==> config.mk <==
export PLATFORM = sky130hd
export DESIGN_NAME = qla_board_bus
export DESIGN_NICKNAME = d
export VERILOG_FILES = /design/src/qla_bus_pkg.sv /design/src/qla_axis_pkg.sv /design/src/write_bus_master.sv /design/src/axis_cmd_regs.sv /design/src/safety_check.sv /design/src/reg_read_mux.sv /design/src/qla_board_bus.sv
export SDC_FILE = /design/constraint.sdc
export NUM_CORES = 1
export LEC_CHECK = 0
export BUFFER_PORTS_ARGS = -buffer_cell sky130_fd_sc_hd__buf_4
export CAP_MARGIN = 20
export CORE_MARGIN = 2
export CORE_UTILIZATION = 34
export CTS_BUF_LIST = sky130_fd_sc_hd__clkbuf_2 sky130_fd_sc_hd__clkbuf_4 sky130_fd_sc_hd__clkbuf_8
export CTS_CLUSTER_DIAMETER = 40
export DETAILED_ROUTE_END_ITERATION = 6
export PLACE_DENSITY = 0.64
export REMOVE_ABC_BUFFERS = 1
export SYNTH_ARGS = -nofsm -noshare
export SYNTH_HDL_FRONTEND = slang
export SYNTH_HIERARCHICAL = 1
export SYNTH_SLANG_ARGS = --single-unit
==> constraint.sdc <==
create_clock -name sysclk -period 3.65 [get_ports sysclk]
set_input_delay 0.5475 -clock sysclk [delete_from_list [all_inputs] [get_ports sysclk]]
set_output_delay 0.5475 -clock sysclk [all_outputs]
set_load 0.03 [all_outputs]
==> src/qla_bus_pkg.sv <==
package qla_bus_pkg;

    // --------------------
    // bus widths
    // --------------------
    // address layout
    //   [15:12] space | [11:8] unused | [7:4] channel | [3:0] offset
    typedef logic [15:0] addr_t;     // register address
    typedef logic [31:0] data_t;     // register data
    typedef logic [3:0]  space_t;    // address bits 15..12
    typedef logic [3:0]  chan_t;     // address bits 7..4
    typedef logic [3:0]  off_t;      // address bits 3..0
    typedef logic [2:0]  rt_addr_t;  // real-time write word index

    // --------------------
    // address spaces
    // --------------------
    localparam space_t ADDR_MAIN = 4'h0;  // main board space

    // --------------------
    // channel offsets
    // --------------------
    // channel 0 holds the global registers, channels 1..4 the axes
    localparam off_t OFF_STATUS   = 4'd0;  // board status, channel 0 only
    localparam off_t OFF_ADC_DATA = 4'd1;  // pot in upper half, cur in lower
    localparam off_t OFF_DAC_CTRL = 4'd2;  // commanded current

endpackage

==> src/qla_axis_pkg.sv <==
package qla_axis_pkg;

    // --------------------
    // axis count and words
    // --------------------
    localparam int NUM_CHANNELS = 4;

    // current/pot word, offset binary around midscale
    typedef logic [15:0] cur_t;
    localparam cur_t CUR_MIDSCALE = 16'h8000;

    // per-axis mask, bit n-1 is axis n
    typedef logic [NUM_CHANNELS-1:0] amp_mask_t;

    // --------------------
    // safety limits
    // --------------------
    localparam int SAFETY_SAMPLES = 4;               // over-limit run that trips
    localparam logic [15:0] SAFETY_MARGIN = 16'h0100; // added to 2x command

    // run counter, counts up to SAFETY_SAMPLES-1 before the trip
    typedef logic [$clog2(SAFETY_SAMPLES)-1:0] run_cnt_t;

    // real-time block writer
    typedef enum logic {
        IDLE,   // waiting for word 4
        BURST   // driving the dac block write
    } bw_state_t;

endpackage

==> src/write_bus_master.sv <==
`timescale 1ns/1ns

module write_bus_master (
    input  logic                  sysclk,
    input  logic                  rst,
    // firewire write bus
    input  logic                  fw_reg_wen,
    input  logic                  fw_blk_wen,
    input  logic                  fw_blk_wstart,
    input  qla_bus_pkg::addr_t    fw_reg_waddr,
    input  qla_bus_pkg::data_t    fw_reg_wdata,
    // ethernet write bus
    input  logic                  eth_reg_wen,
    input  logic                  eth_blk_wen,
    input  logic                  eth_blk_wstart,
    input  qla_bus_pkg::addr_t    eth_reg_waddr,
    input  qla_bus_pkg::data_t    eth_reg_wdata,
    input  logic                  eth_write_en,   // ethernet claims the bus
    // real-time write words
    input  logic                  fw_rt_wen,
    input  qla_bus_pkg::rt_addr_t fw_rt_waddr,
    input  qla_bus_pkg::data_t    fw_rt_wdata,
    input  logic                  eth_rt_wen,
    input  qla_bus_pkg::rt_addr_t eth_rt_waddr,
    input  qla_bus_pkg::data_t    eth_rt_wdata,
    // merged write bus
    output logic                  reg_wen,
    output logic                  blk_wen,
    output logic                  blk_wstart,
    output qla_bus_pkg::addr_t    reg_waddr,
    output qla_bus_pkg::data_t    reg_wdata
);
    import qla_bus_pkg::*;
    import qla_axis_pkg::*;

    logic      rt_wen;
    rt_addr_t  rt_waddr;
    data_t     rt_wdata;
    logic      rt_accept;      // rt word taken, only while idle
    bw_state_t state;
    chan_t     bw_chan;        // channel being written in the burst
    cur_t      rt_cmd [1:NUM_CHANNELS];
    cur_t      bw_cmd;
    logic      bw_write_en;    // burst owns the bus

    // --------------------
    // real-time word merge
    // --------------------
    assign rt_wen   = eth_rt_wen | fw_rt_wen;
    assign rt_waddr = eth_rt_wen ? eth_rt_waddr : fw_rt_waddr;  // eth wins a tie
    assign rt_wdata = eth_rt_wen ? eth_rt_wdata : fw_rt_wdata;

    assign rt_accept = rt_wen && (state == IDLE);  // ignored mid-burst

    // words 1..4 hold the axis commands
    always_ff @(posedge sysclk) begin
        for (int i = 1; i <= NUM_CHANNELS; i++) begin
            if (rt_accept && (rt_waddr == rt_addr_t'(i))) begin
                rt_cmd[i] <= rt_wdata[15:0];
            end
        end
    end

    // --------------------
    // burst FSM
    // --------------------
    // last word kicks off one write per channel, back to back
    always_ff @(posedge sysclk) begin
        if (rst) begin
            state   <= IDLE;
            bw_chan <= '0;
        end else begin
            case (state)
                IDLE: begin
                    if (rt_accept && (rt_waddr == rt_addr_t'(NUM_CHANNELS))) begin
                        state   <= BURST;
                        bw_chan <= chan_t'(1);
                    end
                end
                BURST: begin
                    if (bw_chan == chan_t'(NUM_CHANNELS)) begin
                        state   <= IDLE;    // last channel written
                        bw_chan <= '0;
                    end else begin
                        bw_chan <= bw_chan + 1'b1;
                    end
                end
                default: state <= IDLE;
            endcase
        end
    end

    assign bw_write_en = (state == BURST);

    // pick the stored word for the current channel
    always_comb begin
        bw_cmd = CUR_MIDSCALE;
        for (int i = 1; i <= NUM_CHANNELS; i++) begin
            if (bw_chan == chan_t'(i)) begin
                bw_cmd = rt_cmd[i];
            end
        end
    end

    // write bus priority: burst, then eth, then fw
    always_comb begin
        if (bw_write_en) begin
            reg_wen    = 1'b1;
            blk_wen    = 1'b1;
            blk_wstart = (bw_chan == chan_t'(1));  // first word only
            reg_waddr  = {ADDR_MAIN, 4'd0, bw_chan, OFF_DAC_CTRL};
            reg_wdata  = {16'd0, bw_cmd};
        end else if (eth_write_en) begin
            reg_wen    = eth_reg_wen;
            blk_wen    = eth_blk_wen;
            blk_wstart = eth_blk_wstart;
            reg_waddr  = eth_reg_waddr;
            reg_wdata  = eth_reg_wdata;
        end else begin
            reg_wen    = fw_reg_wen;     // default owner
            blk_wen    = fw_blk_wen;
            blk_wstart = fw_blk_wstart;
            reg_waddr  = fw_reg_waddr;
            reg_wdata  = fw_reg_wdata;
        end
    end

endmodule

==> src/axis_cmd_regs.sv <==
`timescale 1ns/1ns

module axis_cmd_regs (
    input  logic                    sysclk,
    input  logic                    rst,
    input  logic                    reg_wen,
    input  logic                    blk_wen,
    input  qla_bus_pkg::addr_t      reg_waddr,
    input  qla_bus_pkg::data_t      reg_wdata,
    input  logic                    dac_busy,   // dac still shifting out
    output qla_axis_pkg::cur_t      cur_cmd [1:qla_axis_pkg::NUM_CHANNELS],
    output logic                    dac_update,
    output qla_axis_pkg::amp_mask_t amp_enable_cmd
);
    import qla_bus_pkg::*;
    import qla_axis_pkg::*;

    space_t wr_space;
    chan_t  wr_chan;
    off_t   wr_off;
    logic   dac_wr;        // write to some axis dac register
    logic   status_wr;     // write to board status
    logic   cur_cmd_req;   // block written, dac not yet told

    // --------------------
    // write decode
    // --------------------
    assign wr_space = reg_waddr[15:12];
    assign wr_chan  = reg_waddr[7:4];
    assign wr_off   = reg_waddr[3:0];

    // channel 0 is the global register, never a dac
    assign dac_wr = reg_wen && (wr_space == ADDR_MAIN) && (wr_chan != '0) &&
                    (wr_off == OFF_DAC_CTRL);

    assign status_wr = reg_wen && (wr_space == ADDR_MAIN) && (wr_chan == '0) &&
                       (wr_off == OFF_STATUS);

    // commanded current, parked at zero current
    always_ff @(posedge sysclk) begin
        if (rst) begin
            for (int i = 1; i <= NUM_CHANNELS; i++) begin
                cur_cmd[i] <= CUR_MIDSCALE;
            end
        end else begin
            for (int i = 1; i <= NUM_CHANNELS; i++) begin
                if (dac_wr && (wr_chan == chan_t'(i))) begin
                    cur_cmd[i] <= reg_wdata[15:0];
                end
            end
        end
    end

    // --------------------
    // dac update request
    // --------------------
    // wait for the block to finish and the dac to go idle
    assign dac_update = cur_cmd_req && !dac_busy && !dac_wr;

    always_ff @(posedge sysclk) begin
        if (rst) begin
            cur_cmd_req <= 1'b0;
        end else if (dac_wr && blk_wen) begin
            cur_cmd_req <= 1'b1;
        end else if (dac_update) begin
            cur_cmd_req <= 1'b0;     // one strobe per block
        end
    end

    // amp enable, one pulse per set bit 7..4
    always_ff @(posedge sysclk) begin
        if (rst) begin
            amp_enable_cmd <= '0;
        end else begin
            amp_enable_cmd <= status_wr ? reg_wdata[7:4] : '0;
        end
    end

endmodule

==> src/safety_check.sv <==
`timescale 1ns/1ns

module safety_check (
    input  logic               sysclk,
    input  logic               rst,
    input  logic               cur_ready,      // new feedback sample
    input  qla_axis_pkg::cur_t cur_fb,
    input  qla_axis_pkg::cur_t cur_cmd,
    input  logic               clear_disable,  // amp enable from host
    output logic               amp_disable
);
    import qla_axis_pkg::*;

    logic [15:0] fb_mag;      // |feedback - midscale|
    logic [15:0] cmd_mag;     // |command - midscale|
    logic [17:0] limit;       // 2x command plus margin
    logic        over_limit;
    run_cnt_t    run_cnt;     // consecutive over-limit samples

    assign fb_mag  = (cur_fb >= CUR_MIDSCALE) ? (cur_fb - CUR_MIDSCALE)
                                              : (CUR_MIDSCALE - cur_fb);
    assign cmd_mag = (cur_cmd >= CUR_MIDSCALE) ? (cur_cmd - CUR_MIDSCALE)
                                               : (CUR_MIDSCALE - cur_cmd);

    assign limit      = {1'b0, cmd_mag, 1'b0} + {2'b00, SAFETY_MARGIN};
    assign over_limit = ({2'b00, fb_mag} > limit);

    // sticky until the host re-enables the amp
    always_ff @(posedge sysclk) begin
        if (rst) begin
            run_cnt     <= '0;
            amp_disable <= 1'b0;
        end else if (clear_disable) begin
            run_cnt     <= '0;
            amp_disable <= 1'b0;
        end else if (cur_ready) begin
            if (!over_limit) begin
                run_cnt <= '0;            // run broken
            end else if (run_cnt == run_cnt_t'(SAFETY_SAMPLES - 1)) begin
                amp_disable <= 1'b1;      // trip
            end else begin
                run_cnt <= run_cnt + 1'b1;
            end
        end
    end

endmodule

==> src/reg_read_mux.sv <==
`timescale 1ns/1ns

module reg_read_mux (
    input  qla_bus_pkg::addr_t      reg_raddr,
    input  logic [3:0]              board_id,
    input  qla_axis_pkg::cur_t      cur_fb  [1:qla_axis_pkg::NUM_CHANNELS],
    input  qla_axis_pkg::cur_t      pot_fb  [1:qla_axis_pkg::NUM_CHANNELS],
    input  qla_axis_pkg::cur_t      cur_cmd [1:qla_axis_pkg::NUM_CHANNELS],
    input  qla_axis_pkg::amp_mask_t amp_disable,
    output qla_bus_pkg::data_t      reg_rdata
);
    import qla_bus_pkg::*;
    import qla_axis_pkg::*;

    space_t rd_space;
    chan_t  rd_chan;
    off_t   rd_off;

    assign rd_space = reg_raddr[15:12];
    assign rd_chan  = reg_raddr[7:4];
    assign rd_off   = reg_raddr[3:0];

    // --------------------
    // read decode
    // --------------------
    always_comb begin
        reg_rdata = '0;     // unmapped reads return zero
        if (rd_space == ADDR_MAIN) begin
            if (rd_chan == '0) begin
                // global register, status only
                if (rd_off == OFF_STATUS) begin
                    reg_rdata = {24'd0, amp_disable, board_id};
                end
            end else begin
                for (int i = 1; i <= NUM_CHANNELS; i++) begin
                    if (rd_chan == chan_t'(i)) begin
                        case (rd_off)
                            OFF_ADC_DATA: reg_rdata = {pot_fb[i], cur_fb[i]};
                            OFF_DAC_CTRL: reg_rdata = {16'd0, cur_cmd[i]};
                            default:      reg_rdata = '0;
                        endcase
                    end
                end
            end
        end
    end

endmodule

==> src/qla_board_bus.sv <==
`timescale 1ns/1ns

module qla_board_bus (
    input  logic                    sysclk,
    input  logic                    rst,
    input  logic [3:0]              wenid,          // rotary switch, inverted
    // firewire master
    input  logic                    fw_reg_wen,
    input  logic                    fw_blk_wen,
    input  logic                    fw_blk_wstart,
    input  qla_bus_pkg::addr_t      fw_reg_waddr,
    input  qla_bus_pkg::data_t      fw_reg_wdata,
    input  qla_bus_pkg::addr_t      fw_reg_raddr,
    input  logic                    fw_rt_wen,
    input  qla_bus_pkg::rt_addr_t   fw_rt_waddr,
    input  qla_bus_pkg::data_t      fw_rt_wdata,
    // ethernet master
    input  logic                    eth_reg_wen,
    input  logic                    eth_blk_wen,
    input  logic                    eth_blk_wstart,
    input  qla_bus_pkg::addr_t      eth_reg_waddr,
    input  qla_bus_pkg::data_t      eth_reg_wdata,
    input  logic                    eth_write_en,
    input  logic                    eth_read_en,
    input  qla_bus_pkg::addr_t      eth_reg_raddr,
    input  logic                    eth_rt_wen,
    input  qla_bus_pkg::rt_addr_t   eth_rt_waddr,
    input  qla_bus_pkg::data_t      eth_rt_wdata,
    // adc feedback and dac
    input  logic                    cur_ready,
    input  qla_axis_pkg::cur_t      cur_fb [1:qla_axis_pkg::NUM_CHANNELS],
    input  qla_axis_pkg::cur_t      pot_fb [1:qla_axis_pkg::NUM_CHANNELS],
    input  logic                    dac_busy,
    output qla_bus_pkg::data_t      reg_rdata,
    output qla_axis_pkg::cur_t      cur_cmd [1:qla_axis_pkg::NUM_CHANNELS],
    output logic                    dac_update,
    output qla_axis_pkg::amp_mask_t amp_disable
);
    import qla_bus_pkg::*;
    import qla_axis_pkg::*;

    logic [3:0] board_id;
    addr_t      reg_raddr;
    logic       reg_wen;          // merged write bus
    logic       blk_wen;
    addr_t      reg_waddr;
    data_t      reg_wdata;
    amp_mask_t  amp_enable_cmd;   // host re-enable pulses

    assign board_id  = ~wenid;
    assign reg_raddr = eth_read_en ? eth_reg_raddr : fw_reg_raddr;

    // --------------------
    // write bus
    // --------------------
    write_bus_master i_write_bus_master (
        .sysclk         (sysclk),
        .rst            (rst),
        .fw_reg_wen     (fw_reg_wen),
        .fw_blk_wen     (fw_blk_wen),
        .fw_blk_wstart  (fw_blk_wstart),
        .fw_reg_waddr   (fw_reg_waddr),
        .fw_reg_wdata   (fw_reg_wdata),
        .eth_reg_wen    (eth_reg_wen),
        .eth_blk_wen    (eth_blk_wen),
        .eth_blk_wstart (eth_blk_wstart),
        .eth_reg_waddr  (eth_reg_waddr),
        .eth_reg_wdata  (eth_reg_wdata),
        .eth_write_en   (eth_write_en),
        .fw_rt_wen      (fw_rt_wen),
        .fw_rt_waddr    (fw_rt_waddr),
        .fw_rt_wdata    (fw_rt_wdata),
        .eth_rt_wen     (eth_rt_wen),
        .eth_rt_waddr   (eth_rt_waddr),
        .eth_rt_wdata   (eth_rt_wdata),
        .reg_wen        (reg_wen),
        .blk_wen        (blk_wen),
        .blk_wstart     (),
        .reg_waddr      (reg_waddr),
        .reg_wdata      (reg_wdata)
    );

    axis_cmd_regs i_axis_cmd_regs (
        .sysclk         (sysclk),
        .rst            (rst),
        .reg_wen        (reg_wen),
        .blk_wen        (blk_wen),
        .reg_waddr      (reg_waddr),
        .reg_wdata      (reg_wdata),
        .dac_busy       (dac_busy),
        .cur_cmd        (cur_cmd),
        .dac_update     (dac_update),
        .amp_enable_cmd (amp_enable_cmd)
    );

    // --------------------
    // per-axis safety
    // --------------------
    generate
        for (genvar i = 1; i <= NUM_CHANNELS; i++) begin : g_safety
            safety_check i_safety_check (
                .sysclk        (sysclk),
                .rst           (rst),
                .cur_ready     (cur_ready),
                .cur_fb        (cur_fb[i]),
                .cur_cmd       (cur_cmd[i]),
                .clear_disable (amp_enable_cmd[i-1]),
                .amp_disable   (amp_disable[i-1])   // bit n-1 is axis n
            );
        end
    endgenerate

    // read path, combinational from the address
    reg_read_mux i_reg_read_mux (
        .reg_raddr   (reg_raddr),
        .board_id    (board_id),
        .cur_fb      (cur_fb),
        .pot_fb      (pot_fb),
        .cur_cmd     (cur_cmd),
        .amp_disable (amp_disable),
        .reg_rdata   (reg_rdata)
    );

endmodule

Yosys cells after proc, flatten, opt, wreduce, memory -nomap -nowiden. Memories as Yosys holds them, arrays and structs flattened. Cells that the tools add are included.

Mux-type cells: 66. Reduce and logical (&&, ||, !) cells: 43. Shift operators: 0. Bitwise operators: 4. Add/subtract/negate cells: 25. Multipliers: 0. Div/mod/pow operators: 0. Equal/unequal tests: 28. $lt $le $gt $ge: 12.

Operators with widths (count): 16-bit 2-to-1 mux (21); 32-bit one-hot mux with 2 select lines (4); 32-bit 2-to-1 mux (6); 16-bit greater-or-equal comparator (second input constant) (8); 16-bit subtractor (first input constant) (8); 16-bit subtractor (second input constant) (8); 17-bit by 9-bit adder with 18-bit output (second input constant) (4); 16-bit by 18-bit > comparator with 1-bit output (4); 16-bit OR reduction (3); 4-bit by 2-bit == test with 1-bit output (second input constant) (8); 4-bit logical NOT (6); 1-bit 2-to-1 mux (18); 1-bit logical AND (17); 4-bit by 1-bit == test with 1-bit output (second input constant) (4); 2-bit 2-to-1 mux (8); 4-bit by 3-bit == test with 1-bit output (second input constant) (3); 3-bit 2-to-1 mux (4); 3-bit AND reduction (4); 2-bit inequality test (second input constant) (5); 2-bit OR reduction (5); 2-bit by 1-bit adder with 2-bit output (second input constant) (4); 2-bit == test (second input constant) (4); 4-bit 2-to-1 mux (2); 8-bit 2-to-1 mux (1); 13 further kinds (19).

Memories kept: 1. Register bits after elaboration: 86. Latch bits: 0. Bits in read-only memories: 0. Logic and storage cells: 195. Bits of input ports: 344. RAM bits: 64.

Memory list: i_write_bus_master.rt_cmd (words 4, width 16, rd ports 4, clocked after memory_dff 0, write ports 1, RTL line write_bus_master.sv:42) `cur_t rt_cmd [1:NUM_CHANNELS];`.

Longest topological paths before layout. Gate-level depths: netlist of run 1.

Depth in word-level cells: 10. Gate-level depth with buffers: 20. Gate-level depth less buffers: 19.

By module. The synthesis of run 1 kept the hierarchy.

Modules (own cells, without submodules): write_bus_master (area an instance 4090.2 um2, cells an instance 355, sequential area each 2021.9 um2, times used 1); safety_check (g_safety[1].i_safety_check ...) (area an instance 1446.4 um2, cells an instance 201, sequential area each 60.1 um2, times used 2); safety_check (g_safety[2].i_safety_check ...) (area an instance 1445.1 um2, cells an instance 201, sequential area each 60.1 um2, times used 2); axis_cmd_regs (area an instance 2720.1 um2, cells an instance 308, sequential area each 1381.3 um2, times used 1); reg_read_mux (area an instance 1931.9 um2, cells an instance 282, sequential area each 0.0 um2, times used 1); qla_board_bus (area an instance 264.0 um2, cells an instance 22, sequential area each 0.0 um2, times used 1).

Least setup slack after synthesis of run 1. OpenSTA, ideal clock, no wires.

Path type: register to register. Start: register i_axis_cmd_regs/cur_cmd[0] in the netlist's numbering. End: register g_safety[4].i_safety_check.run_cnt[1]. Path slack: -232 ps. Setup time: 96 ps. Data arrival time: 3786 ps. Stages on the path, launching flop included: 20. Clock period less this slack: 3882 ps. Data required time: 3554 ps. Cells stage by stage: dfxtp_1 inv_1 ha_1 nor2b_1 buf_2 a31oi_1 xnor2_1 inv_1 ha_1 nand2_1 mux2i_1 mux2i_1 o21ai_0 xor2_1 ha_1 nand2_1 nor4_1 a221o_1 o211ai_1 o41ai_2.

Longest elaborated chain between the ends: 6. Elaborated cells on any way between the ends: 9. Classes of those cells: add/sub (3); order compare (2); eq/ne (1); mux (2); reduce/logical (1).

Ends and longest elaborated chain: start, declared (RTL line axis_cmd_regs.sv:11) `output qla_axis_pkg::cur_t cur_cmd [1:qla_axis_pkg::NUM_CHANNELS],`; start signal, assigned by index (RTL line axis_cmd_regs.sv:48) `cur_cmd[i] <= reg_wdata[15:0];`; 16-bit subtractor (tied with other cells) (RTL line safety_check.sv:23) `: (CUR_MIDSCALE - cur_cmd);`; 16-bit 2-to-1 mux * (RTL line safety_check.sv:22) `assign cmd_mag = (cur_cmd >= CUR_MIDSCALE) ? (cur_cmd - CUR_MIDSCALE)`; 17-bit by 9-bit adder with 18-bit output * (RTL line safety_check.sv:25) `assign limit = {1'b0, cmd_mag, 1'b0} + {2'b00, SAFETY_MARGIN};`; 16-bit by 18-bit > comparator with 1-bit output * (RTL line safety_check.sv:26) `assign over_limit = ({2'b00, fb_mag} > limit);`; 2-bit inequality test (no source line); 2-bit AND reduction (no source line); end signal, assigned (RTL line safety_check.sv:42) `run_cnt <= run_cnt + 1'b1;`; end, declared (RTL line safety_check.sv:18) `run_cnt_t run_cnt;`.

Mark *: on every way between the ends. The rest lies on a longest branch, timed or not. A chain may end at the register's enable or synchronous reset.

Final worst setup path of run 1.
Start: input eth_read_en. End: output reg_rdata[9].

Elaborated cells on any way between the ends: 19. Classes of those cells: eq/ne (6); mux (11); reduce/logical (2).

RTL lines: start, declared (RTL line qla_board_bus.sv:24) `input logic eth_read_en,`; 16-bit 2-to-1 mux * (RTL line qla_board_bus.sv:51) `assign reg_raddr = eth_read_en ? eth_reg_raddr : fw_reg_raddr;`; net reg_raddr[4] (RTL line qla_board_bus.sv:43) `addr_t reg_raddr;`; 4-bit by 1-bit == test with 1-bit output (RTL line reg_read_mux.sv:36) `if (rd_chan == chan_t'(i)) begin`; 32-bit 2-to-1 mux (4 in series) (RTL line reg_read_mux.sv:36); 32-bit 2-to-1 mux * (RTL line reg_read_mux.sv:29) `if (rd_chan == '0) begin`; 32-bit 2-to-1 mux * (RTL line reg_read_mux.sv:28) `if (rd_space == ADDR_MAIN) begin`; end, declared (RTL line qla_board_bus.sv:34) `output qla_bus_pkg::data_t reg_rdata,`.

Mark *: on every way through the listed nets, which the timed path passes. The rest lies on a longest branch.

==> results.ini, run 1 <==
[status]
status=completed

[power_and_ir_drop]
clkPwrFrac_pct=31.4
switching_share_pct=33.48
p_seq_share_pct=41.1
ir_worst_vdd_uv=186.5
leakage_nw=7.550
power_switching_mw=1.472
p_int_mw=2.924
comb_power_share_pct=27.5
p_per_area_nw_per_um2=233.6

[sta]
tightest_slew_ns=0.8677
fin_worst_skew_ns=0.02640
relSlewSlack_pct=42.15
maxSlewViolCount=0
fin_crit_sh_pct=97.63
max_freq_mhz=280.6
setup_violations=0
rsz0062_at_grt=true
post-route-min-period_ns=3.564
finalHoldViolCount=0

[synthesis]
synth_warnings=6
syn_area_um2=14430
syn_avg_cell_area_um2=8.375
syn_inst=1723

[worst_setup_path]
critPathMaxStageDelay_ns=0.67
cp_slowest_cell=or4b_1
critPathLaunchType=input port
cp_data_required_time_ns=3.10
critPathCaptureType=output pin
rrSetupSlack_ns=0.13
r2r_cells=15
reg2reg_from=i_axis_cmd_regs/cur_cmd[32]
r2r_end=g_safety[2].i_safety_check/run_cnt[0]
worst-setup-path-type=in2out
crit_arrival_ns=3.02
worstPathMaxFanout=12
crit_top_cell=buf_4
crit_chain=buf_4 > mux2_4 > or4b_1 > nor3_4 > a22oi_1 > a21oi_1 > buf_4 > buf_4

[grt]
grt_max_degree=54
overflow=0
grt_pass1_wl_um=82140
gr-usage-all-layers_pct=24.02
grt_pass1_vias=14560
antenna_found_initial=1

[finish]
finalInstanceArea_um2=18820
num-nets-final=2550
fillers=4120
final_cells=2679
area_growth_pct=30.42
finish.utilization_pct=44.87
drive_above_1_share_pct=33.33

[clocking]
cts_made_buffers=17
clock_sinks=150
ctsRootBufferMaster=clkbuf_8
cts_buffer_depth=2
cts_tree=yes
clkTransAtPathRegs_ns=0.10
clk_latency_ns=0.47
cts.htree.levels=4

[hold_path]
hp-start=dac_busy
worstHoldPathType=in2reg
hold_depth=3
holdPathEnd=i_axis_cmd_regs/cur_cmd_req

[placement]
placed_cell_area_um2=18180
place.gp.congestion=0.9190
port_buffers=362
post-place-cells=2642
hpwl_um=43450

[detailed_routing]
avgRoutedWirePerCell_um=20.49
first_pass_iters=5
antenna_left=0
drc=0
vias=14700
vias_per_cell=5.487
drt_iter0_drc=1016
routed_wl_um=54900

[floorplanning]
die_w_um=210.0
die_h_um=210.0
io_pins=445
start_util_pct=34.40
dieArea_um2=44110
std_cell_rows=75
coreArea_um2=41950

[job]
cap_violations=0

-- cell usage in the layout (no fill, tap or decap), types with 57 or more instances in the layout --
cell	instances
a21oi_1	130
buf_4	495
dfxtp_1	83
edfxtp_1	64
ha_1	74
inv_1	62
mux2i_1	65
nand2_1	231
nor2_1	98
o21ai_0	57
xnor2_1	58
xor2_1	64
-- power by group through the flow --
stage	combinational [mW]	sequential, mW	clock, mW
after floorplan	0.567	1.85	0
after global placement	1.16	1.84	0
after detailed placement	1.19	1.84	0
after CTS	1.19	1.80	1.42
after global routing	1.31	1.81	1.48
final	1.21	1.81	1.38
-- final cells by class --
class / count / area, µm² / share of cell area, %
sequential: 150 / 3647 / 19.38
antenna: 1 / 2.502 / 0.01330
multi-input combinational: 1396 / 10060 / 53.43
tap: 539 / 674.4 / 3.584
clock inverter: 15 / 192.7 / 1.024
clock buffer: 17 / 234.0 / 1.243
inverter: 63 / 236.5 / 1.257
timing repair buffer: 498 / 3776 / 20.07
-- worst max-delay path: cells and delay by family --
kind / cells / cell delay, ns
and+or+nand+nor: 2 / 1.08
buffers and inverters: 3 / 0.55
AOI/OAI and AO/OA: 2 / 0.47
muxes: 1 / 0.36
-- flip-flops by register name (all words and copies together) (netlist names) --
register,flops
i_axis_cmd_regs/cur_cmd,64
i_write_bus_master/bw_chan,4
i_axis_cmd_regs/cur_cmd_req,1
i_write_bus_master/bw_write_en,1
g_safety.i_safety_check/run_cnt,8
g_safety.i_safety_check/amp_disable,4
i_write_bus_master/rt_cmd,64
i_axis_cmd_regs/amp_enable_cmd,4
-- stage by stage --
| stage | hold WS [ns] | worst slack (ns) | setup TNS (ns) | power [mW] |
|---|---|---|---|---|
| 2_1_floorplan | 0.4437 | -0.3868 | -5.262 | 2.415 |
| 3_3_place_gp | 0.4618 | 0.04912 | 0 | 2.998 |
| 3_5_place_dp | 0.4710 | -0.03238 | -0.07121 | 3.031 |
| 4_1_cts | 0.3488 | -0.009063 | -0.009063 | 4.415 |
| 5_1_grt | 0.3820 | -0.08284 | -0.1872 | 4.601 |
| 6_report | 0.3825 | 0.08639 | 0 | 4.395 |
-- worst max-delay path by stage --
stage / start / end / slack (ns) / depth (start not counted)
2_1_floorplan: i_write_bus_master/bw_write_en / dac_update / -0.39 / 4
3_3_place_gp: i_axis_cmd_regs/cur_cmd[0] / g_safety[4].i_safety_check/run_cnt[1] / 0.05 / 18
3_5_place_dp: i_axis_cmd_regs/cur_cmd[53] / g_safety[1].i_safety_check/run_cnt[1] / -0.03 / 15
4_1_cts: i_axis_cmd_regs/cur_cmd[52] / g_safety[1].i_safety_check/run_cnt[1] / -0.009 / 17
5_1_grt: i_axis_cmd_regs/cur_cmd[49] / g_safety[1].i_safety_check/run_cnt[0] / -0.08 / 18
6_report: eth_read_en / reg_rdata[9] / 0.09 / 8
-- repair_timing --
item	CTS	global route
setup endpoints to repair	5	12
pin swaps	7	29
hold buffers	0	0
setup buffers	3	2
resized for setup	4	40
-- per-layer routing --
| layer | global-route usage, % | vias up | wire length [µm] |
|---|---|---|---|
| li1 | - | 7147 | - |
| met1 | 28.48 | 6879 | 22330 |
| met2 | 43.07 | 578 | 26940 |
| met3 | 4.038 | 96 | 3545 |
| met4 | 9.660 | 0 | 2075 |
| met5 | 0 | - | 0 |
Note: power is estimated with default switching activity, not from simulation.
==> run 2, diff against run 1 <==
--- a/config.mk
+++ b/config.mk
@@ -12,7 +12,7 @@
 export CTS_BUF_LIST = sky130_fd_sc_hd__clkbuf_2 sky130_fd_sc_hd__clkbuf_4 sky130_fd_sc_hd__clkbuf_8
 export CTS_CLUSTER_DIAMETER = 40
 export DETAILED_ROUTE_END_ITERATION = 6
-export PLACE_DENSITY = 0.64
+export PLACE_DENSITY = 0.62
 export REMOVE_ABC_BUFFERS = 1
 export SYNTH_ARGS = -nofsm -noshare
 export SYNTH_HDL_FRONTEND = slang
==> constraint.sdc (replaced) <==
create_clock -name sysclk -period 4 [get_ports sysclk]
set_input_delay 0.8 -clock sysclk [delete_from_list [all_inputs] [get_ports sysclk]]
set_output_delay 0.8 -clock sysclk [all_outputs]
set_load 0.03 [all_outputs]
==> run 2 against run 1 <==
Highest routed layer unchanged. Final area shrank 1.6%. Global-route usage increased by 0.41 points. Worst setup slack improved by 0.039 ns. Die area unchanged. Sequential power is 9% lower. Core utilization is 0.71 points lower. Critical endpoint is now reg_rdata[3]. Power shrank 12%. Combinational power is 11% lower.
==> results.ini, run 2 (synthesis results as in run 1) <==
[worst_setup_path]
rrSetupSlack_ns=0.23  ; was 0.13 ns
r2r_end=g_safety[1].i_safety_check/run_cnt[1]  ; was g_safety[2].i_safety_check/run_cnt[0]
cp_data_required_time_ns=3.20  ; was 3.10 ns
critPathCaptureType=output pin  ; unchanged
startpoint=eth_read_en  ; unchanged
r2r_cells=16  ; was 15
crit_chain=buf_4 > mux2_2 > nand2b_1 > o22ai_1 > a221oi_1 > nor3_1 > buf_4  ; was buf_4 > mux2_4 > or4b_1 > nor3_4 > a22oi_1 > a21oi_1 > buf_4 > buf_4
critPathLaunchType=input port  ; unchanged
crit_arrival_ns=3.08  ; was 3.02 ns
worst-setup-path-type=in2out  ; unchanged
endpoint=reg_rdata[3]  ; was reg_rdata[9]
cp_slowest_cell=a221oi_1  ; was or4b_1
reg2reg_from=i_axis_cmd_regs/cur_cmd[52]  ; was i_axis_cmd_regs/cur_cmd[32]
critPathMaxStageDelay_ns=0.60  ; was 0.67 ns
worstPathMaxFanout=13  ; was 12
crit_top_cell=buf_4  ; unchanged

[hold_path]
worstHoldPathType=reg2reg  ; was in2reg
hp-start=i_axis_cmd_regs/cur_cmd_req  ; was dac_busy
hold_depth=2  ; was 3

[sta]
maxSlewViolCount=0  ; unchanged
post-route-min-period_ns=3.875
tightest_slew_ns=0.9810  ; was 0.8677 ns
setup_ws_ns=0.1250  ; was 0.08639 ns
fin_crit_sh_pct=96.88
relSlewSlack_pct=34.60  ; was 42.15%
max_freq_mhz=258.1
finalHoldViolCount=0  ; unchanged
fin_worst_skew_ns=0.01585  ; was 0.02640 ns
fin_setup_tns_ns=0  ; unchanged
setup_violations=0  ; unchanged
rsz0062_at_grt=false  ; was true

[floorplanning]
die_h_um=210.0  ; unchanged
std_cell_rows=75  ; unchanged
start_util_pct=34.40  ; unchanged
dieArea_um2=44110  ; unchanged
die_w_um=210.0  ; unchanged
coreArea_um2=41950  ; unchanged
io_pins=445  ; unchanged

[finish]
regArea_um2=3645  ; was 3647 µm²
finalInstanceArea_um2=18520  ; was 18820 µm²
drive_above_1_share_pct=31.43  ; was 33.33%
num-nets-final=2533  ; was 2550
mostFrequentLayoutCells=buf_4, nand2_1, a21oi_1, nor2_1, dfxtp_1  ; unchanged
final_cells=2663  ; was 2679
fillers=4177  ; was 4120
area_growth_pct=28.35  ; was 30.42%
top_regs=i_axis_cmd_regs/cur_cmd x64, i_write_bus_master/rt_cmd x64, g_safety.i_safety_check/run_cnt x8  ; unchanged
multiInputGateArea_um2=9931  ; was 10060 µm²
final_common_cell=buf_4  ; unchanged

[detailed_routing]
vias_per_cell=5.596  ; was 5.487
routed_wl_um=55490  ; was 54900 µm
vias=14900  ; was 14700
antenna_left=0  ; unchanged
first_pass_iters=7  ; was 5
avgRoutedWirePerCell_um=20.84  ; was 20.49 µm
drt_iter0_drc=1128  ; was 1016
drc=0  ; unchanged

[grt]
grt-busiest-layer=met2  ; unchanged
grt_pass1_wl_um=83660  ; was 82140 µm
met2_usage_pct=43.19  ; was 43.07%
met1_usage_pct=30.11  ; was 28.48%
grt_pass1_vias=14470  ; was 14560
antenna_found_initial=2  ; was 1
grt_max_degree=53  ; was 54
overflow=0  ; unchanged
gr-usage-all-layers_pct=24.42  ; was 24.02%
grt_use_met3_pct=2.950  ; was 4.038%

[power_and_ir_drop]
p_per_area_nw_per_um2=208.0  ; was 233.6 nW/µm²
power.total_mw=3.852  ; was 4.395 mW
clkPwrFrac_pct=29.2  ; was 31.4%
ir_worst_vdd_uv=160.5  ; was 186.5 µV
comb_power_share_pct=28.0  ; was 27.5%
p_seq_share_pct=42.9  ; was 41.1%
leakage_nw=7.414  ; was 7.550 nW
p_int_mw=2.569  ; was 2.924 mW
switching_share_pct=33.32  ; was 33.48%
power_switching_mw=1.283  ; was 1.472 mW

[placement]
hpwl_um=44250  ; was 43450 µm
post-place-cells=2625  ; was 2642
place.gp.congestion=0.9505  ; was 0.9190
placed_cell_area_um2=18050  ; was 18180 µm²
port_buffers=362  ; unchanged
dp_slack_ns=0.07163  ; was -0.03238 ns

[status]
status=completed  ; unchanged

[clocking]
clkTransAtPathRegs_ns=0.09  ; was 0.10 ns
ctsHoldBuffers=0  ; unchanged
cts_made_buffers=17  ; unchanged
cts_buffer_depth=2  ; unchanged
cts.htree.levels=4  ; unchanged
clock_sinks=150  ; unchanged
cts_tree=yes  ; unchanged
ctsRootBufferMaster=clkbuf_8  ; unchanged
clk_latency_ns=0.47  ; about the same

[job]
cap_violations=0  ; unchanged

## run 2: cell types whose count changed in the layout (fill, tap and decap cells not counted), moves of 5 or more
cell	delta
buf_4	-18
ha_1	+6
inv_8	-6
ha_2	-5
inv_6	+5
nand2_1	+5
nand2_2	-5
## run 2: how the worst min path moves through the flow
| stage | slack, ns | end |
|---|---|---|
| 4_1_cts | 0.49 | i_axis_cmd_regs/cur_cmd_req |
| 6_report | 0.49 | i_axis_cmd_regs/cur_cmd_req |
| 2_1_floorplan | 0.44 | i_axis_cmd_regs/cur_cmd_req |
| 5_1_grt | 0.53 | g_safety[2].i_safety_check/amp_disable |
| 3_5_place_dp | 0.48 | i_axis_cmd_regs/cur_cmd_req |
| 3_3_place_gp | 0.46 | i_axis_cmd_regs/cur_cmd_req |
## run 2: final cells by class
class	count	share of cell area, %
antenna	2	0.02702
clock buffer	17	1.263
clock inverter	15	0.7296
inverter	63	1.277
multi-input combinational	1396	53.62
sequential	150	19.68
tap	539	3.641
timing repair buffer	481	19.77
## run 2: power groups by stage
stage          combinational, mW  sequential, mW  clock (mW)
3_3_place_gp                1.04            1.69           0
2_1_floorplan              0.518            1.69           0
6_report                    1.08            1.65        1.12
5_1_grt                     1.17            1.66        1.20
4_1_cts                     1.06            1.65        1.14
3_5_place_dp                1.06            1.69           0
## run 2: repair_timing
| action | 4_1_cts | 5_1_grt |
|---|---|---|
| buffers inserted | 0 | 4 |
| setup endpoints to repair | 0 | 12 |
| resized for setup | 0 | 8 |
## run 2: worst max-delay path: cells and delay by family
family	cells	cell delay, ns
multiplexers	1	0.50
AO/OA/AOI/OAI	2	0.83
buffers and inverters	2	0.41
AND/OR/NAND/NOR	2	0.52
## run 2: routing by layer
layer	up-vias	part of all wire (%)
li1	7127	-
met1	7071	42
met2	600	49
met3	105	5.4
met4	0	3.8
met5	-	0
## run 2: stage by stage
stage	util, %	hold WS, ns
floorplan	-	0.4437
global placement	43.04	0.4617
detailed placement	43.04	0.4765
CTS	43.92	0.4900
global route	44.16	0.5282
finish	44.16	0.4867
==> run 3, diff against run 2 <==
--- a/config.mk
+++ b/config.mk
@@ -12,7 +12,7 @@
 export CTS_BUF_LIST = sky130_fd_sc_hd__clkbuf_2 sky130_fd_sc_hd__clkbuf_4 sky130_fd_sc_hd__clkbuf_8
 export CTS_CLUSTER_DIAMETER = 40
 export DETAILED_ROUTE_END_ITERATION = 6
-export PLACE_DENSITY = 0.62
+export GPL_TIMING_DRIVEN = 0
 export REMOVE_ABC_BUFFERS = 1
 export SYNTH_ARGS = -nofsm -noshare
 export SYNTH_HDL_FRONTEND = slang
==> run 3 against run 2 <==
The flow now finishes with violations (design-rule violations). Die area did not move. Sequential cell count did not move. Combinational power barely moved. Critical path depth did not move.
==> results.ini, run 3 (synthesis results as in run 1) <==
[power_and_ir_drop]
ir_worst_vdd_uv=217.2  ; was 160.5 µV
power_switching_mw=1.315  ; was 1.283 mW
comb_power_share_pct=27.5  ; was 28.0%
p_per_area_nw_per_um2=212.9  ; was 208.0 nW/µm²
p_seq_share_pct=42.4  ; was 42.9%
leakage_nw=7.137  ; was 7.414 nW
switching_share_pct=33.82  ; was 33.32%
clkPwrFrac_pct=30.1  ; was 29.2%
p_int_mw=2.574  ; was 2.569 mW
power.total_mw=3.889  ; was 3.852 mW

[worst_setup_path]
worstPathMaxFanout=21  ; was 13
critPathMaxStageDelay_ns=0.55  ; was 0.60 ns
crit_arrival_ns=3.15  ; was 3.08 ns
critPathLaunchType=input port  ; unchanged
cp_slowest_cell=mux2_2  ; was a221oi_1
cp_top_family=compound AO/OA/AOI/OAI gates  ; unchanged
critPathBufInv=2  ; unchanged
cp_data_required_time_ns=3.20  ; about the same
crit_chain=buf_6 > mux2_2 > nand2b_1 > o22ai_1 > nand2_1 > a21oi_1 > buf_4  ; was buf_4 > mux2_2 > nand2b_1 > o22ai_1 > a221oi_1 > nor3_1 > buf_4
worst-setup-path-type=in2out  ; unchanged
critPathCaptureType=output pin  ; unchanged

[sta]
setup_ws_ns=0.05142  ; was 0.1250 ns
max_freq_mhz=253.3  ; was 258.1 MHz
finalHoldViolCount=0  ; unchanged
post-route-min-period_ns=3.949  ; was 3.875 ns
tightest_slew_ns=1.108  ; was 0.9810 ns
holdWs_ns=0.4868  ; was 0.4867 ns
fin_crit_sh_pct=98.71  ; was 96.88%
setup_violations=0  ; unchanged
maxSlewViolCount=0  ; unchanged
relSlewSlack_pct=26.15  ; was 34.60%
fin_worst_skew_ns=0.02920  ; was 0.01585 ns

[finish]
final_cells=2578  ; was 2663
final_common_cell=buf_4  ; unchanged
drive_above_1_share_pct=31.09  ; was 31.43%
top_regs=i_axis_cmd_regs/cur_cmd x64, i_write_bus_master/rt_cmd x64, g_safety.i_safety_check/run_cnt x8  ; unchanged
finalInstanceArea_um2=18270  ; was 18520 µm²
area_growth_pct=26.59  ; was 28.35%
n_antenna_cell=0  ; was 2
mostFrequentLayoutCells=buf_4, nand2_1, a21oi_1, nor2_1, ha_1  ; was buf_4, nand2_1, a21oi_1, nor2_1, dfxtp_1
num-nets-final=2450  ; was 2533

[status]
violations=design-rule violations
status=finished with violations  ; was completed

[detailed_routing]
routed_wl_um=54890  ; was 55490 µm
drt_iter0_drc=1099  ; was 1128
vias_per_cell=5.628  ; was 5.596
avgRoutedWirePerCell_um=21.29  ; was 20.84 µm
antenna_left=0  ; unchanged
vias=14510  ; was 14900
first_pass_iters=7  ; unchanged
drc=7  ; was 0

[floorplanning]
std_cell_rows=75  ; unchanged
die_w_um=210.0  ; unchanged
io_pins=445  ; unchanged
die_h_um=210.0  ; unchanged
dieArea_um2=44110  ; unchanged
coreArea_um2=41950  ; unchanged
start_util_pct=34.40  ; unchanged

[grt]
overflow=0  ; unchanged
grt_max_degree=86  ; was 53
gr-usage-all-layers_pct=23.92  ; was 24.42%
grt_pass1_vias=13940  ; was 14470
antenna_found_initial=0  ; was 2
grt_pass1_wl_um=81930  ; was 83660 µm

[clocking]
cts.htree.levels=4  ; unchanged
cts_buffer_depth=2  ; unchanged
cts_tree=yes  ; unchanged
cts_made_buffers=17  ; unchanged
clock_sinks=150  ; unchanged
ctsRootBufferMaster=clkbuf_8  ; unchanged
ctsHoldBuffers=0  ; unchanged
clkTransAtPathRegs_ns=0.10  ; was 0.09 ns
clk_latency_ns=0.47  ; about the same

[placement]
post-place-cells=2520  ; was 2625
hpwl_um=41960  ; was 44250 µm
placed_cell_area_um2=17290  ; was 18050 µm²
place.gp.congestion=0.9475  ; was 0.9505
dp_slack_ns=-1.121  ; was 0.07163 ns
port_buffers=362  ; unchanged

[job]
cap_violations=0  ; unchanged

[hold_path]
worstHoldPathType=reg2reg  ; unchanged

==> run 3: cell types whose count changed in the layout (fill, tap and decap cells not counted), sizes merged <==
cell | before | now
diode | 2 | 0
mux2 | 29 | 31
clkinvlp | 2 | 0
buf | 481 | 396
inv | 71 | 74
clkinv | 5 | 4
==> run 3: worst paths after layout <==
path	from	end	slack [ns]	cells after the start
setup / recovery	eth_read_en	reg_rdata[14]	0.05	7
hold / removal	i_axis_cmd_regs/cur_cmd_req	i_axis_cmd_regs/cur_cmd_req	0.49	2
setup reg to reg	i_axis_cmd_regs/cur_cmd[48]	g_safety[1].i_safety_check/run_cnt[0]	0.16	19
hold reg to reg	i_axis_cmd_regs/cur_cmd_req	i_axis_cmd_regs/cur_cmd_req	0.49	2
==> run 3: layout make-up <==
| cell class | count | area, µm² |
|---|---|---|
| clock buffers | 17 | 234.0 |
| clock inverters | 15 | 163.9 |
| fillers | 4150 | 23680 |
| inverters | 63 | 236.5 |
| multi-input cells | 1398 | 10220 |
| flip-flops and latches | 150 | 3680 |
| well taps | 539 | 674.4 |
| repair buffers | 396 | 3060 |
==> run 3: power groups by stage <==
stage                     Combinational, mW  Sequential [mW]  Clock [mW]
after floorplan                       0.518             1.69           0
after global placement                0.983             1.69           0
after detailed placement               1.02             1.69           0
after CTS                              1.05             1.65        1.20
after global routing                   1.16             1.65        1.26
final                                  1.07             1.65        1.17
==> run 3: per-layer routing <==
layer | global-route usage (%) | up-vias | routed length [µm]
met2 | 42.38 | 618 | 26870
li1 | - | 6959 | -
met1 | 30.27 | 6845 | 23390
met3 | 2.756 | 88 | 2947
met5 | 0 | - | 0
met4 | 7.801 | 0 | 1685
==> run 3: worst reg2reg max path, stage by stage, from the launching register on <==
cell,delay [ns]
dfxtp_4,0.39
inv_1,0.08
ha_2,0.21
nor2b_4,0.24
a31oi_2,0.14
xnor2_2,0.20
inv_1,0.10
ha_2,0.21
nand2_1,0.10
mux2i_4,0.21
mux2i_1,0.20
o21ai_0,0.12
xor2_1,0.18
ha_1,0.33
nand2_2,0.09
nor3_2,0.22
a21o_1,0.14
a221o_1,0.18
o2111ai_1,0.13
a311oi_1,0.30
==> run 3: through the flow <==
step	utilization, %	setup TNS, ns
floorplan	-	-6.726
global placement	40.88	-66.42
detailed placement	41.22	-22.12
CTS	42.98	0
global route	43.55	-0.04474
finish	43.55	0
==> run 3: timing repair <==
item,4_1_cts,5_1_grt
buffers inserted,12,12
gates cloned,2,0
gates resized for setup,47,36
setup endpoints to repair,44,18
pin swaps,8,12
